**src/hw/sdmac_bus_pkg.sv**
```systemverilog
// SCSI DMA bus definitions
`default_nettype none

package sdmac_bus_pkg;

    // host side word, one 32-bit longword
    localparam int word_w = 32;

    // SCSI side byte
    localparam int byte_w = 8;

    // byte lanes per host word
    localparam int lanes = 4;

    // words held by each word FIFO
    localparam int fifo_depth = 4;

    // byte lanes of a host word, lowest byte first
    // ll is bits 7:0, uu is bits 31:24
    typedef enum logic [1:0] {
        lane_ll = 2'd0,
        lane_lm = 2'd1,
        lane_um = 2'd2,
        lane_uu = 2'd3
    } lane_e;

endpackage

`default_nettype wire

```
**src/hw/sdmac_ctrl_pkg.sv**
```systemverilog
// SCSI DMA transfer control definitions
`default_nettype none

package sdmac_ctrl_pkg;

    // width of the transfer byte count
    localparam int count_w = 16;

    // transfer direction as seen from the host
    typedef enum logic {
        dir_to_scsi   = 1'b0,
        dir_from_scsi = 1'b1
    } dir_e;

    // sequencer states
    // idle waits for start, move runs the byte handshakes,
    // flush waits for the last word in the rx direction,
    // done is the one cycle completion pulse
    typedef enum logic [1:0] {
        st_idle  = 2'd0,
        st_move  = 2'd1,
        st_flush = 2'd2,
        st_done  = 2'd3
    } seq_state_e;

endpackage

`default_nettype wire

```
**src/hw/seq_ctrl_if.sv**
```systemverilog
// Sequencer to datapath control
`default_nettype none

interface seq_ctrl_if;

    // direction of the transfer in progress
    sdmac_ctrl_pkg::dir_e dir;
    // datapath may handshake bytes
    logic active;
    // next byte handshake is the final one of the transfer
    logic last_byte;
    // a SCSI byte handshake happens this cycle
    logic byte_fire;
    // push the partially packed word now
    logic flush;
    // flushed or final word taken by the rx FIFO
    logic flush_done;

    // sequencer side
    modport seq (
        output dir, active, last_byte, flush,
        input  byte_fire, flush_done
    );

    // datapath side
    modport dp (
        input  dir, active, last_byte, flush,
        output byte_fire, flush_done
    );

endinterface

`default_nettype wire

```
**src/hw/dma_word_fifo.sv**
```systemverilog
// DMA word FIFO
`default_nettype none

module dma_word_fifo (
    input  logic                             clk,
    input  logic                             rst_n,
    input  logic                             in_valid,
    output logic                             in_ready,
    input  logic [sdmac_bus_pkg::word_w-1:0] in_data,
    output logic                             out_valid,
    input  logic                             out_ready,
    output logic [sdmac_bus_pkg::word_w-1:0] out_data
);

    localparam int ptr_w = $clog2(sdmac_bus_pkg::fifo_depth);
    localparam int cnt_w = $clog2(sdmac_bus_pkg::fifo_depth + 1);

    logic [sdmac_bus_pkg::word_w-1:0] mem [sdmac_bus_pkg::fifo_depth];
    logic [ptr_w-1:0] wr_ptr_q;
    logic [ptr_w-1:0] rd_ptr_q;
    logic [cnt_w-1:0] count_q;
    logic [cnt_w-1:0] count_next;
    logic push;
    logic pop;

    assign push = in_valid && in_ready;
    assign pop  = out_valid && out_ready;

    // occupancy after this edge
    // push and pop may coincide
    always_comb begin
        count_next = count_q;
        if (push && !pop) begin
            count_next = count_q + cnt_w'(1);
        end else if (pop && !push) begin
            count_next = count_q - cnt_w'(1);
        end
    end

    always_ff @(posedge clk) begin
        if (!rst_n) begin
            wr_ptr_q <= '0;
            rd_ptr_q <= '0;
            count_q  <= '0;
            // not ready until the first edge after reset
            in_ready <= 1'b0;
        end else begin
            if (push) begin
                wr_ptr_q <= (wr_ptr_q == ptr_w'(sdmac_bus_pkg::fifo_depth - 1)) ?
                            '0 : wr_ptr_q + ptr_w'(1);
            end
            if (pop) begin
                rd_ptr_q <= (rd_ptr_q == ptr_w'(sdmac_bus_pkg::fifo_depth - 1)) ?
                            '0 : rd_ptr_q + ptr_w'(1);
            end
            count_q  <= count_next;
            // registered full flag
            in_ready <= (count_next != cnt_w'(sdmac_bus_pkg::fifo_depth));
        end
    end

    // word storage
    always_ff @(posedge clk) begin
        if (push) begin
            mem[wr_ptr_q] <= in_data;
        end
    end

    // head of queue is visible the cycle after its push
    assign out_valid = (count_q != '0);
    assign out_data  = mem[rd_ptr_q];

    // registered ready must track occupancy
    a_no_push_full: assert property (@(posedge clk) disable iff (!rst_n)
        push |-> (count_q != cnt_w'(sdmac_bus_pkg::fifo_depth)));

    // an underflow or overflow leaves occupancy out of range or off the pointers
    a_occupancy: assert property (@(posedge clk) disable iff (!rst_n)
        (count_q <= cnt_w'(sdmac_bus_pkg::fifo_depth)) &&
        (((int'(wr_ptr_q) - int'(rd_ptr_q) + sdmac_bus_pkg::fifo_depth)
          % sdmac_bus_pkg::fifo_depth) == (int'(count_q) % sdmac_bus_pkg::fifo_depth)));

endmodule

`default_nettype wire

```
**src/hw/datapath_scsi.sv**
```systemverilog
// SCSI byte lane datapath
`default_nettype none

module datapath_scsi (
    input  logic                             clk,
    input  logic                             rst_n,
    seq_ctrl_if.dp                           ctrl,
    input  logic                             word_in_valid,
    output logic                             word_in_ready,
    input  logic [sdmac_bus_pkg::word_w-1:0] word_in_data,
    output logic                             scsi_tx_valid,
    input  logic                             scsi_tx_ready,
    output logic [sdmac_bus_pkg::byte_w-1:0] scsi_tx_data,
    input  logic                             scsi_rx_valid,
    output logic                             scsi_rx_ready,
    input  logic [sdmac_bus_pkg::byte_w-1:0] scsi_rx_data,
    output logic                             word_out_valid,
    input  logic                             word_out_ready,
    output logic [sdmac_bus_pkg::word_w-1:0] word_out_data
);

    logic tx_active;
    logic rx_active;
    logic tx_fire;
    logic rx_fire;
    logic word_push;
    sdmac_bus_pkg::lane_e tx_lane_q;
    sdmac_bus_pkg::lane_e rx_lane_q;
    // one hot lane select with bit 0 for lane ll
    logic [sdmac_bus_pkg::lanes-1:0] tx_sel;
    logic [sdmac_bus_pkg::lanes-1:0][sdmac_bus_pkg::byte_w-1:0] head_lanes;
    logic [sdmac_bus_pkg::lanes-1:0][sdmac_bus_pkg::byte_w-1:0] pack_q;
    logic [sdmac_bus_pkg::byte_w-1:0] tx_byte;
    // packed word waiting for the rx FIFO
    logic pend_q;
    // partial word holds at least one byte
    logic part_q;

    assign tx_active = ctrl.active && (ctrl.dir == sdmac_ctrl_pkg::dir_to_scsi);
    assign rx_active = ctrl.active && (ctrl.dir == sdmac_ctrl_pkg::dir_from_scsi);

    // transmit lane decoder and byte mux of the FIFO head
    always_comb begin
        tx_sel = '0;
        tx_sel[tx_lane_q] = tx_active;
    end

    assign head_lanes = word_in_data;

    always_comb begin
        tx_byte = '0;
        for (int i = 0; i < sdmac_bus_pkg::lanes; i++) begin
            tx_byte = tx_byte | (head_lanes[i] & {sdmac_bus_pkg::byte_w{tx_sel[i]}});
        end
    end

    assign scsi_tx_valid = tx_active && word_in_valid;
    // bus stays zero outside a to-SCSI transfer
    assign scsi_tx_data  = tx_byte;
    assign tx_fire       = scsi_tx_valid && scsi_tx_ready;
    // pop after lane uu or early on the final byte so trailing lanes drop
    assign word_in_ready = tx_fire && ((tx_lane_q == sdmac_bus_pkg::lane_uu) || ctrl.last_byte);

    always_ff @(posedge clk) begin
        if (!rst_n) begin
            tx_lane_q <= sdmac_bus_pkg::lane_ll;
        end else if (word_in_ready) begin
            tx_lane_q <= sdmac_bus_pkg::lane_ll;
        end else if (tx_fire) begin
            tx_lane_q <= sdmac_bus_pkg::lane_e'(tx_lane_q + 2'd1);
        end
    end

    // receive side packs bytes lowest lane first
    assign scsi_rx_ready  = rx_active && !pend_q;
    assign rx_fire        = scsi_rx_valid && scsi_rx_ready;
    assign word_out_valid = pend_q;
    assign word_out_data  = pack_q;
    assign word_push      = word_out_valid && word_out_ready;

    always_ff @(posedge clk) begin
        if (!rst_n) begin
            rx_lane_q <= sdmac_bus_pkg::lane_ll;
            pend_q    <= 1'b0;
            part_q    <= 1'b0;
        end else begin
            if (word_push) begin
                pend_q <= 1'b0;
            end
            if (rx_fire) begin
                if (rx_lane_q == sdmac_bus_pkg::lane_uu) begin
                    // full word is offered next cycle
                    rx_lane_q <= sdmac_bus_pkg::lane_ll;
                    pend_q    <= 1'b1;
                    part_q    <= 1'b0;
                end else begin
                    rx_lane_q <= sdmac_bus_pkg::lane_e'(rx_lane_q + 2'd1);
                    part_q    <= 1'b1;
                end
            end else if (ctrl.flush && part_q && !pend_q) begin
                // partial word goes out with upper lanes still zero
                rx_lane_q <= sdmac_bus_pkg::lane_ll;
                pend_q    <= 1'b1;
                part_q    <= 1'b0;
            end
        end
    end

    // first byte of a word clears the other lanes of the packing register
    always_ff @(posedge clk) begin
        if (rx_fire) begin
            if (rx_lane_q == sdmac_bus_pkg::lane_ll) begin
                pack_q <= '0;
            end
            pack_q[rx_lane_q] <= scsi_rx_data;
        end
    end

    assign ctrl.byte_fire  = tx_fire || rx_fire;
    // in flush the word taken by the FIFO is the final one
    assign ctrl.flush_done = ctrl.flush && word_push;

    // FIFO head and lane must hold under back-pressure
    a_tx_stable: assert property (@(posedge clk) disable iff (!rst_n)
        (scsi_tx_valid && !scsi_tx_ready) |=> (scsi_tx_valid && $stable(scsi_tx_data)));

    // pending word is not overwritten by a new byte before the rx FIFO takes it
    a_rx_no_overrun: assert property (@(posedge clk) disable iff (!rst_n)
        (word_out_valid && !word_out_ready) |=> (word_out_valid && $stable(word_out_data)));

endmodule

`default_nettype wire

```
**src/hw/dma_sequencer.sv**
```systemverilog
// DMA transfer sequencer
`default_nettype none

module dma_sequencer (
    input  logic                              clk,
    input  logic                              rst_n,
    input  logic                              start,
    input  sdmac_ctrl_pkg::dir_e              dir,
    input  logic [sdmac_ctrl_pkg::count_w-1:0] byte_count,
    output logic                              busy,
    output logic                              done,
    seq_ctrl_if.seq                           ctrl
);

    sdmac_ctrl_pkg::seq_state_e state_q;
    sdmac_ctrl_pkg::dir_e dir_q;
    // bytes still to move in this transfer
    logic [sdmac_ctrl_pkg::count_w-1:0] remain_q;
    logic one_left;

    assign one_left = (remain_q == sdmac_ctrl_pkg::count_w'(1));

    always_ff @(posedge clk) begin
        if (!rst_n) begin
            state_q  <= sdmac_ctrl_pkg::st_idle;
            dir_q    <= sdmac_ctrl_pkg::dir_to_scsi;
            remain_q <= '0;
        end else begin
            case (state_q)
                sdmac_ctrl_pkg::st_idle: begin
                    // start only sampled here, so a start while busy is dropped
                    if (start) begin
                        dir_q    <= dir;
                        remain_q <= byte_count;
                        if (byte_count == '0) begin
                            state_q <= sdmac_ctrl_pkg::st_done;
                        end else begin
                            state_q <= sdmac_ctrl_pkg::st_move;
                        end
                    end
                end
                sdmac_ctrl_pkg::st_move: begin
                    if (ctrl.byte_fire) begin
                        remain_q <= remain_q - sdmac_ctrl_pkg::count_w'(1);
                        if (one_left) begin
                            // rx side still owes the last packed word
                            if (dir_q == sdmac_ctrl_pkg::dir_from_scsi) begin
                                state_q <= sdmac_ctrl_pkg::st_flush;
                            end else begin
                                state_q <= sdmac_ctrl_pkg::st_done;
                            end
                        end
                    end
                end
                sdmac_ctrl_pkg::st_flush: begin
                    if (ctrl.flush_done) begin
                        state_q <= sdmac_ctrl_pkg::st_done;
                    end
                end
                sdmac_ctrl_pkg::st_done: begin
                    state_q <= sdmac_ctrl_pkg::st_idle;
                end
                default: begin
                    state_q <= sdmac_ctrl_pkg::st_idle;
                end
            endcase
        end
    end

    assign busy = (state_q != sdmac_ctrl_pkg::st_idle);
    // single cycle pulse
    assign done = (state_q == sdmac_ctrl_pkg::st_done);

    // control toward the datapath
    assign ctrl.dir       = dir_q;
    assign ctrl.active    = (state_q == sdmac_ctrl_pkg::st_move);
    assign ctrl.last_byte = ctrl.active && one_left;
    assign ctrl.flush     = (state_q == sdmac_ctrl_pkg::st_flush);

    // datapath moves nothing between transfers
    a_no_fire_idle: assert property (@(posedge clk) disable iff (!rst_n)
        (state_q == sdmac_ctrl_pkg::st_idle) |-> !ctrl.byte_fire);

endmodule

`default_nettype wire

```
**src/hw/sdmac_datapath_top.sv**
```systemverilog
// SCSI DMA datapath top
`default_nettype none

module sdmac_datapath_top (
    input  logic                               clk,
    input  logic                               rst_n,
    input  logic                               start,
    input  sdmac_ctrl_pkg::dir_e               dir,
    input  logic [sdmac_ctrl_pkg::count_w-1:0] byte_count,
    output logic                               busy,
    output logic                               done,
    input  logic                               host_in_valid,
    output logic                               host_in_ready,
    input  logic [sdmac_bus_pkg::word_w-1:0]   host_in_data,
    output logic                               host_out_valid,
    input  logic                               host_out_ready,
    output logic [sdmac_bus_pkg::word_w-1:0]   host_out_data,
    output logic                               scsi_tx_valid,
    input  logic                               scsi_tx_ready,
    output logic [sdmac_bus_pkg::byte_w-1:0]   scsi_tx_data,
    input  logic                               scsi_rx_valid,
    output logic                               scsi_rx_ready,
    input  logic [sdmac_bus_pkg::byte_w-1:0]   scsi_rx_data
);

    // tx FIFO head toward the datapath
    logic                             tx_word_valid;
    logic                             tx_word_ready;
    logic [sdmac_bus_pkg::word_w-1:0] tx_word_data;
    // packed words toward the rx FIFO
    logic                             rx_word_valid;
    logic                             rx_word_ready;
    logic [sdmac_bus_pkg::word_w-1:0] rx_word_data;

    seq_ctrl_if u_ctrl_if ();

    // host to SCSI words
    dma_word_fifo u_tx_fifo (
        .clk       (clk),
        .rst_n     (rst_n),
        .in_valid  (host_in_valid),
        .in_ready  (host_in_ready),
        .in_data   (host_in_data),
        .out_valid (tx_word_valid),
        .out_ready (tx_word_ready),
        .out_data  (tx_word_data)
    );

    // SCSI to host words
    dma_word_fifo u_rx_fifo (
        .clk       (clk),
        .rst_n     (rst_n),
        .in_valid  (rx_word_valid),
        .in_ready  (rx_word_ready),
        .in_data   (rx_word_data),
        .out_valid (host_out_valid),
        .out_ready (host_out_ready),
        .out_data  (host_out_data)
    );

    datapath_scsi u_datapath_scsi (
        .clk            (clk),
        .rst_n          (rst_n),
        .ctrl           (u_ctrl_if.dp),
        .word_in_valid  (tx_word_valid),
        .word_in_ready  (tx_word_ready),
        .word_in_data   (tx_word_data),
        .scsi_tx_valid  (scsi_tx_valid),
        .scsi_tx_ready  (scsi_tx_ready),
        .scsi_tx_data   (scsi_tx_data),
        .scsi_rx_valid  (scsi_rx_valid),
        .scsi_rx_ready  (scsi_rx_ready),
        .scsi_rx_data   (scsi_rx_data),
        .word_out_valid (rx_word_valid),
        .word_out_ready (rx_word_ready),
        .word_out_data  (rx_word_data)
    );

    dma_sequencer u_dma_sequencer (
        .clk        (clk),
        .rst_n      (rst_n),
        .start      (start),
        .dir        (dir),
        .byte_count (byte_count),
        .busy       (busy),
        .done       (done),
        .ctrl       (u_ctrl_if.seq)
    );

endmodule

`default_nettype wire

```
**config.mk**
```make
export PLATFORM = sky130hd
export DESIGN_NAME = sdmac_datapath_top
export DESIGN_NICKNAME = d
export VERILOG_FILES = /design/src/hw/sdmac_bus_pkg.sv /design/src/hw/sdmac_ctrl_pkg.sv /design/src/hw/seq_ctrl_if.sv /design/src/hw/dma_word_fifo.sv /design/src/hw/datapath_scsi.sv /design/src/hw/dma_sequencer.sv /design/src/hw/sdmac_datapath_top.sv
export SDC_FILE = /design/constraint.sdc
export NUM_CORES = 1
export LEC_CHECK = 0
export ABC_AREA = 1
export BUFFER_PORTS_ARGS = -buffer_cell sky130_fd_sc_hd__buf_2
export CAP_MARGIN = 15
export CORE_MARGIN = 8
export CORE_UTILIZATION = 50
export DETAILED_ROUTE_END_ITERATION = 8
export PLACE_DENSITY = 0.66
export SKIP_CTS_REPAIR_TIMING = 1
export SYNTH_ARGS = -nofsm -noshare
export SYNTH_HDL_FRONTEND = slang
export SYNTH_SLANG_ARGS = --single-unit
```
**constraint.sdc**
```tcl
create_clock -name clk -period 3.1 [get_ports clk]
set_input_delay 0.62 -clock clk [delete_from_list [all_inputs] [get_ports clk]]
set_output_delay 0.62 -clock clk [all_outputs]
set_load 0.01 [all_outputs]
```
; After elaboration in Yosys (flattened, before gate mapping)
; Memory sizes are Yosys's and may differ from the RTL's. A register that Yosys moved wholly into a read port is not among the register bits.
; Index checks and enable logic that the tools add are counted.
[totals]
ff_bits = 73
latch_bits = 0
mem_bits_rw = 256
rom_bits = 0
in_bits = 64
out_inout_bits = 46
elab_cells = 145
n_memories = 2
[mem_list]
columns = memory, depth, word_bits, read_ports, rd_clocked_by_memory_dff, wr, line_no
row1 = u_rx_fifo.mem, 4, 32, 1, 1, 1, dma_word_fifo.sv:18  ; logic [sdmac_bus_pkg::word_w-1:0] mem [sdmac_bus_pkg::fifo_depth];
row2 = u_tx_fifo.mem, 4, 32, 1, 1, 1, dma_word_fifo.sv:18
[classes]
add_sub_neg = 11
n_mul = 0
n_div = 0
order_cmp = 4
eq_ne = 16
shifts = 0
muxes = 43
bitwise_logic = 10
reduce_logical = 40
[op_table]
columns = op, n
row1 = 2-to-1 mux 32 bit, 2
row2 = AND 8 bit, 4
row3 = bitwise mux 32 bit, 1
row4 = 2-to-1 mux 16 bit, 2
row5 = 2-to-1 mux 2 bit, 16
row6 = one-hot mux 16 bit (2 select lines), 1
row7 = bitwise OR 8 bit, 3
row8 = logical AND 1 bit, 21
row9 = demux 8 bit (select 2 bit), 1
row10 = equality test 16 x 1 -> 1 bit (second input constant), 1
row11 = equality test 2 bit (second input constant), 8
row12 = logical NOT 16 bit, 1
row13 = subtractor 16 x 1 -> 16 bit (second input constant), 1
row14 = 2-to-1 mux 1 bit, 13
row15 = adder 2 x 1 -> 2 bit (second input constant), 6
row16 = 2-to-1 mux 3 bit, 4
row17 = 2-to-1 mux 8 bit, 1
row18 = one-hot mux 2 bit (4 select lines), 1
row19 = adder 3 x 1 -> 3 bit (second input constant), 2
row20 = < comparator 2 x 3 -> 1 bit (second input constant), 2
row21 = != test 2 bit (second input constant), 3
row22 = != test 3 bit (second input constant), 2
row23 = nonzero test 2 bit, 3
row24 = nonzero test 3 bit, 2
row25 = 14 further kinds, 23

; Longest topological paths before layout
[depth]
ltp_word = 10
depth_mapped = 14
ltp_nobuf = 13

; By module
; A second synthesis with hierarchy kept.
[hier_totals]
cells_unflattened = 1235
hier_area_um2 = 14028.5
[by_module_without_submodules]
columns = mod, n_inst, cells_per_inst, area_per_inst_um2, seq_area_each_um2
row1 = dma_word_fifo, 2, 382, 5330.1, 4043.9
row2 = datapath_scsi, 1, 215, 1874.3, 1081.0
row3 = dma_sequencer, 1, 256, 1493.9, 380.4

; Worst setup path before layout
; Ideal clock, no wire load.
[synth_path]
path_kind = in2reg
from = input port host_in_valid
to = memory u_tx_fifo.mem[0][0] in the netlist's numbering (enable)
setup_ns = 0.421
arrival_ns = 2.253
required_time_ns = 2.679
slack_ns = 0.426
path_stages = 3
path_buffers = 1
path_cell_list = nand2_1 > clkbuf_1 > nor2_1
[synth_between]
elab_chain_cells = 3
[synth_lines]
columns = item, line_no
row1 = "start, declared", sdmac_datapath_top.sv:12  ; input logic host_in_valid,
row2 = logical AND 1 bit, dma_word_fifo.sv:26  ; assign push = in_valid && in_ready;
row3 = 2-to-1 mux 1 bit, dma_word_fifo.sv:64  ; if (push) begin
row4 = 2-to-1 mux 1 bit (implied by the code), dma_word_fifo.sv:65  ; mem[wr_ptr_q] <= in_data;
row5 = "end, declared", dma_word_fifo.sv:18
; Every way passes these cells.

; Worst setup path after layout
[layout_path]
from = register u_dma_sequencer.state_q[1]
to = output port scsi_tx_data[1] in the netlist's numbering
[layout_between]
elab_chain_cells = 7
word_cells_on_any_way = 10
classes_between = 1 x eq/ne / 8 x bitwise / 1 x reduce/logical
[layout_lines]
columns = item, line_no
row1 = "start, declared", dma_sequencer.sv:15  ; sdmac_ctrl_pkg::seq_state_e state_q;
row2 = "start signal, assigned", dma_sequencer.sv:25  ; state_q <= sdmac_ctrl_pkg::st_idle;
row3 = "start signal, assigned", dma_sequencer.sv:36  ; state_q <= sdmac_ctrl_pkg::st_done;
row4 = "start signal, assigned", dma_sequencer.sv:38  ; state_q <= sdmac_ctrl_pkg::st_move;
row5 = equality test 2 x 1 -> 1 bit *, dma_sequencer.sv:76  ; assign ctrl.active = (state_q == sdmac_ctrl_pkg::st_move);
row6 = logical AND 1 bit *, datapath_scsi.sv:39  ; assign tx_active = ctrl.active && (ctrl.dir == sdmac_ctrl_pkg::dir_to_scsi);
row7 = AND 4 bit (no line) *, --
row8 = AND 8 bit, datapath_scsi.sv:53  ; tx_byte = tx_byte | (head_lanes[i] & {sdmac_bus_pkg::byte_w{tx_sel[i]}});
row9 = bitwise OR 8 bit (2 in a row), datapath_scsi.sv:53
row10 = bitwise OR 8 bit *, datapath_scsi.sv:53
row11 = "end, declared", sdmac_datapath_top.sv:20  ; output logic [sdmac_bus_pkg::byte_w-1:0] scsi_tx_data,
; Every way passes the cells marked *; elsewhere a longest branch is shown, timed or not.

==> flow_metrics.py <==
metrics = {
    "run_status": {
        "outcome": "complete, no violations",
    },
    "routing": {
        "drt.antenna.violating_nets": 0,
        "wl_per_cell_um": 17.7,
        "initialDrtViolationCount": 563,
        "first_pass_iters": 7,
        "routed_wirelength_um": 28900,
        "vias_per_cell": 5.40,
        "post-route-drc-count": 0,
        "vias": 8841,
    },
    "hold_path": {
        "worst_hold_path_type": "in2reg",
        "whs_path_depth": 1,
        "hold-path-endpoint": "u_tx_fifo.mem[2][22]",
        "timing.hold.worst.start": "host_in_data[22]",
    },
    "sta": {
        "postLayoutSetupSlackWorst_ns": 0.234,
        "final_hold_viol_count": 0,
        "slew_headroom_pct": 47.0,
        "final.period_utilization_pct": 92.5,
        "rsz0062_at_grt": "false",
        "hold_ws_ns": 0.318,
        "clock-skew-final_ns": 0.0171,
        "final-setup-viol-count": 0,
        "finalWorstPathRequiredPeriod_ns": 2.87,
        "timing.fmax_mhz": 349,
        "tightestPinTransition_ns": 0.794,
        "final_max_slew_viol_count": 0,
        "fin_setup_tns_ns": 0,
    },
    "die": {
        "num_rows": 60,
        "boundaryPins": 110,
        "fp.dieArea_sq_mm": 0.0328,
        "core_sq_mm": 0.0269,
        "die_h_um": 181,
        "initial_utilization_pct": 50.8,
        "fp.dieW_um": 181,
    },
    "finish": {
        "stdcell_count": 1638,
        "finalInstanceArea_sq_mm": 0.0158,
        "num-fill-cells": 2211,
        "mostFrequentLayoutCell": "edfxtp_1",
        "drive_above_1_share_pct": 16.7,
        "synthToLayoutAreaGrowth_pct": 15.6,
        "fin_util_pct": 58.7,
        "commonest_non_fill_non_tap_cells_in_the_layout": "edfxtp_1 (288), nor2_1 (208), nand2_1 (130)",
        "insertedDiodeCount": 0,
        "final_nets": 1363,
    },
    "critical_path": {
        "cells_along_the_critical_path": "inv_1 > ha_1 > inv_4 > nor2_4 > inv_1 > nor2_1 > buf_4 > nand2_1 > nand4_1 > buf_2",
        "worst_reg2reg_path_endpoint": "u_datapath_scsi.word_out_data[22]",
        "worstSetupStartpointType": "register",
        "timing.critical_path.slowest_stage_cell": "dfxtp_1",
        "critical-path-max-stage-delay_ns": 0.35,
        "path_common_cell": "inv_1",
        "timing.setup.critical_path_class": "reg2out",
        "cp.arrival_ns": 2.25,
        "worstRegToRegCells": 5,
        "crit-reg2reg-launch": "u_dma_sequencer.state_q[1]",
        "path_max_fanout": 18,
        "cp-end-kind": "primary output",
        "cp_data_required_time_ns": 2.48,
        "rrSetupSlack_ns": 0.80,
    },
    "grt": {
        "global_route.peak_usage_layer": "met2",
        "grt.met1_usage_pct": 21.1,
        "gr-total-overflow": 0,
        "groute.layer.met3.usage_pct": 4.37,
        "grt_util_met2_pct": 30.5,
        "antenna_found_initial": 3,
        "wire_length_of_the_first_global_routing_pass_um": 46100,
        "grt_usage_pct": 17.4,
        "number_of_global_route_vias_before_repair": 8815,
        "grt_max_degree": 65,
    },
    "clocking": {
        "clock_sinks": 333,
        "clockBufferDepth": 3,
        "path_clk_slew_ns": 0.06,
        "cts_tree": "done",
        "cts_buffers": 36,
        "h-tree-depth": 2,
        "cts-root-buf": "clkbuf_16",
        "worst_skew_pair.late_latency_ns": 0.52,
    },
    "yosys": {
        "synthesis.yosys.warnings": 0,
        "post_synth_inst_count": 1150,
        "netlist.top_cell.by_area": "edfxtp_1",
        "ys_seq_elements": 333,
        "netlist_area_sq_mm": 0.0136,
        "synth_top_cells_by_area": "edfxtp_1 (63%), dfxtp_1 (6.6%), nor2_1 (5.9%)",
        "synth-seq-area-share_pct": 70.0,
        "mappedNetlistNets": 1244,
        "syn-mean-instance-area_sq_um": 11.9,
        "post_synth_num_cell_types": 42,
        "post-synth-top-area-fraction_pct": 63.4,
    },
    "power_and_ir_drop": {
        "cellPowerDensity_mw_per_mm2": 745,
        "ir_worst_vdd_mv": 0.413,
        "p_leak_nw": 6.00,
        "finalPower_mw": 11.8,
    },
    "placement": {
        "postPlaceCellArea_sq_mm": 0.0146,
        "dp_cells": 1572,
        "place_hpwl_um": 18000,
        "buffers_on_ports": 109,
        "dp_slack_ns": 0.711,
        "gpl.final_weighted_congestion": 0.803,
    },
    "job": {
        "max-cap-violations": 0,
    },
}
sequential cells by signal, indices dropped and copies added (netlist names), named ones only:
signal / cells
u_rx_fifo.mem: 128
u_tx_fifo.mem: 128
u_datapath_scsi.word_out_data: 32
u_dma_sequencer.remain_q: 16
u_rx_fifo.count_q: 3
u_tx_fifo.count_q: 3
u_datapath_scsi.rx_lane_q: 2
u_datapath_scsi.tx_lane_q: 2
u_dma_sequencer.state_q: 2
u_rx_fifo.rd_ptr_q: 2
u_rx_fifo.wr_ptr_q: 2
u_tx_fifo.rd_ptr_q: 2
u_tx_fifo.wr_ptr_q: 2
u_datapath_scsi.part_q: 1
u_datapath_scsi.word_out_valid: 1
u_dma_sequencer.ctrl.dir: 1
u_rx_fifo.in_ready: 1
u_tx_fifo.in_ready: 1
area by class of cell:
cell class | instances | area [sq um] | share of cell area, %
Tap cell | 341 | 427 | 2.71
Timing Repair Buffer | 135 | 753 | 4.78
Clock inverter | 17 | 188 | 1.19
Inverter | 87 | 332 | 2.10
Multi-Input combinational cell | 676 | 3570 | 22.6
Clock buffer | 49 | 950 | 6.02
Sequential cell | 333 | 9560 | 60.6
metal layers:
metal  up-vias  share of wire, %
met3        47               6.6
met1      4225                42
met5         -              0.14
met2       251                49
met4         6               2.1
li1       4312                 -
synth_stat cells, drive strengths merged:
library cell    n
edfxtp        288
a21oi          30
o41ai           1
o21ai         127
a31oi           2
clkinv          1
dfxtp          45
buf            12
o22ai          33
nor2          224
nand4          12
nand2         136
o32ai          32
o211a           2
xor2            8
ha             30
a211o           1
clkbuf         42
or2             2
nor3            4
a211oi          8
o211ai          5
nand3          14
inv            86
xnor2           1
nor4            4
critical path, delay by kind of cell (launching register included):
kind | cells | cell delay (ns)
flops | 1 | 0.35
fa+ha+maj | 1 | 0.22
simple gates | 4 | 0.38
buf+inv | 5 | 0.77
how the worst max path moves through the flow:
stage                                           from  slack [ns]                  end  cells after the start
final                     u_dma_sequencer.state_q[1]        0.23      scsi_tx_data[1]                     10
after floorplan                        host_in_valid        0.43  u_tx_fifo.mem[0][0]                      3
after global placement                      register        0.77      scsi_tx_data[3]                      6
after CTS                                   register        0.15      scsi_tx_data[3]                      6
after detailed placement                    register        0.71      scsi_tx_data[3]                      6
after global routing      u_dma_sequencer.state_q[1]        0.06      scsi_tx_data[1]                     10
kinds of logic after synthesis:
family | synth area share, %
AND/OR/NAND/NOR | 12.0
flip-flops | 70.0
AO/OA/AOI/OAI | 10.5
buffers and inverters | 4.14
adder cells (fa/ha/maj) | 2.75
XOR/XNOR | 0.578
power by group:
group	internal, mW	switching (mW)	total, mW
sequential	5.09	0.189	5.28
clock	2.42	1.69	4.11
combinational	0.845	1.52	2.37
total	8.35	3.40	11.8
No activity file was read; power rests on OpenSTA's default activity.
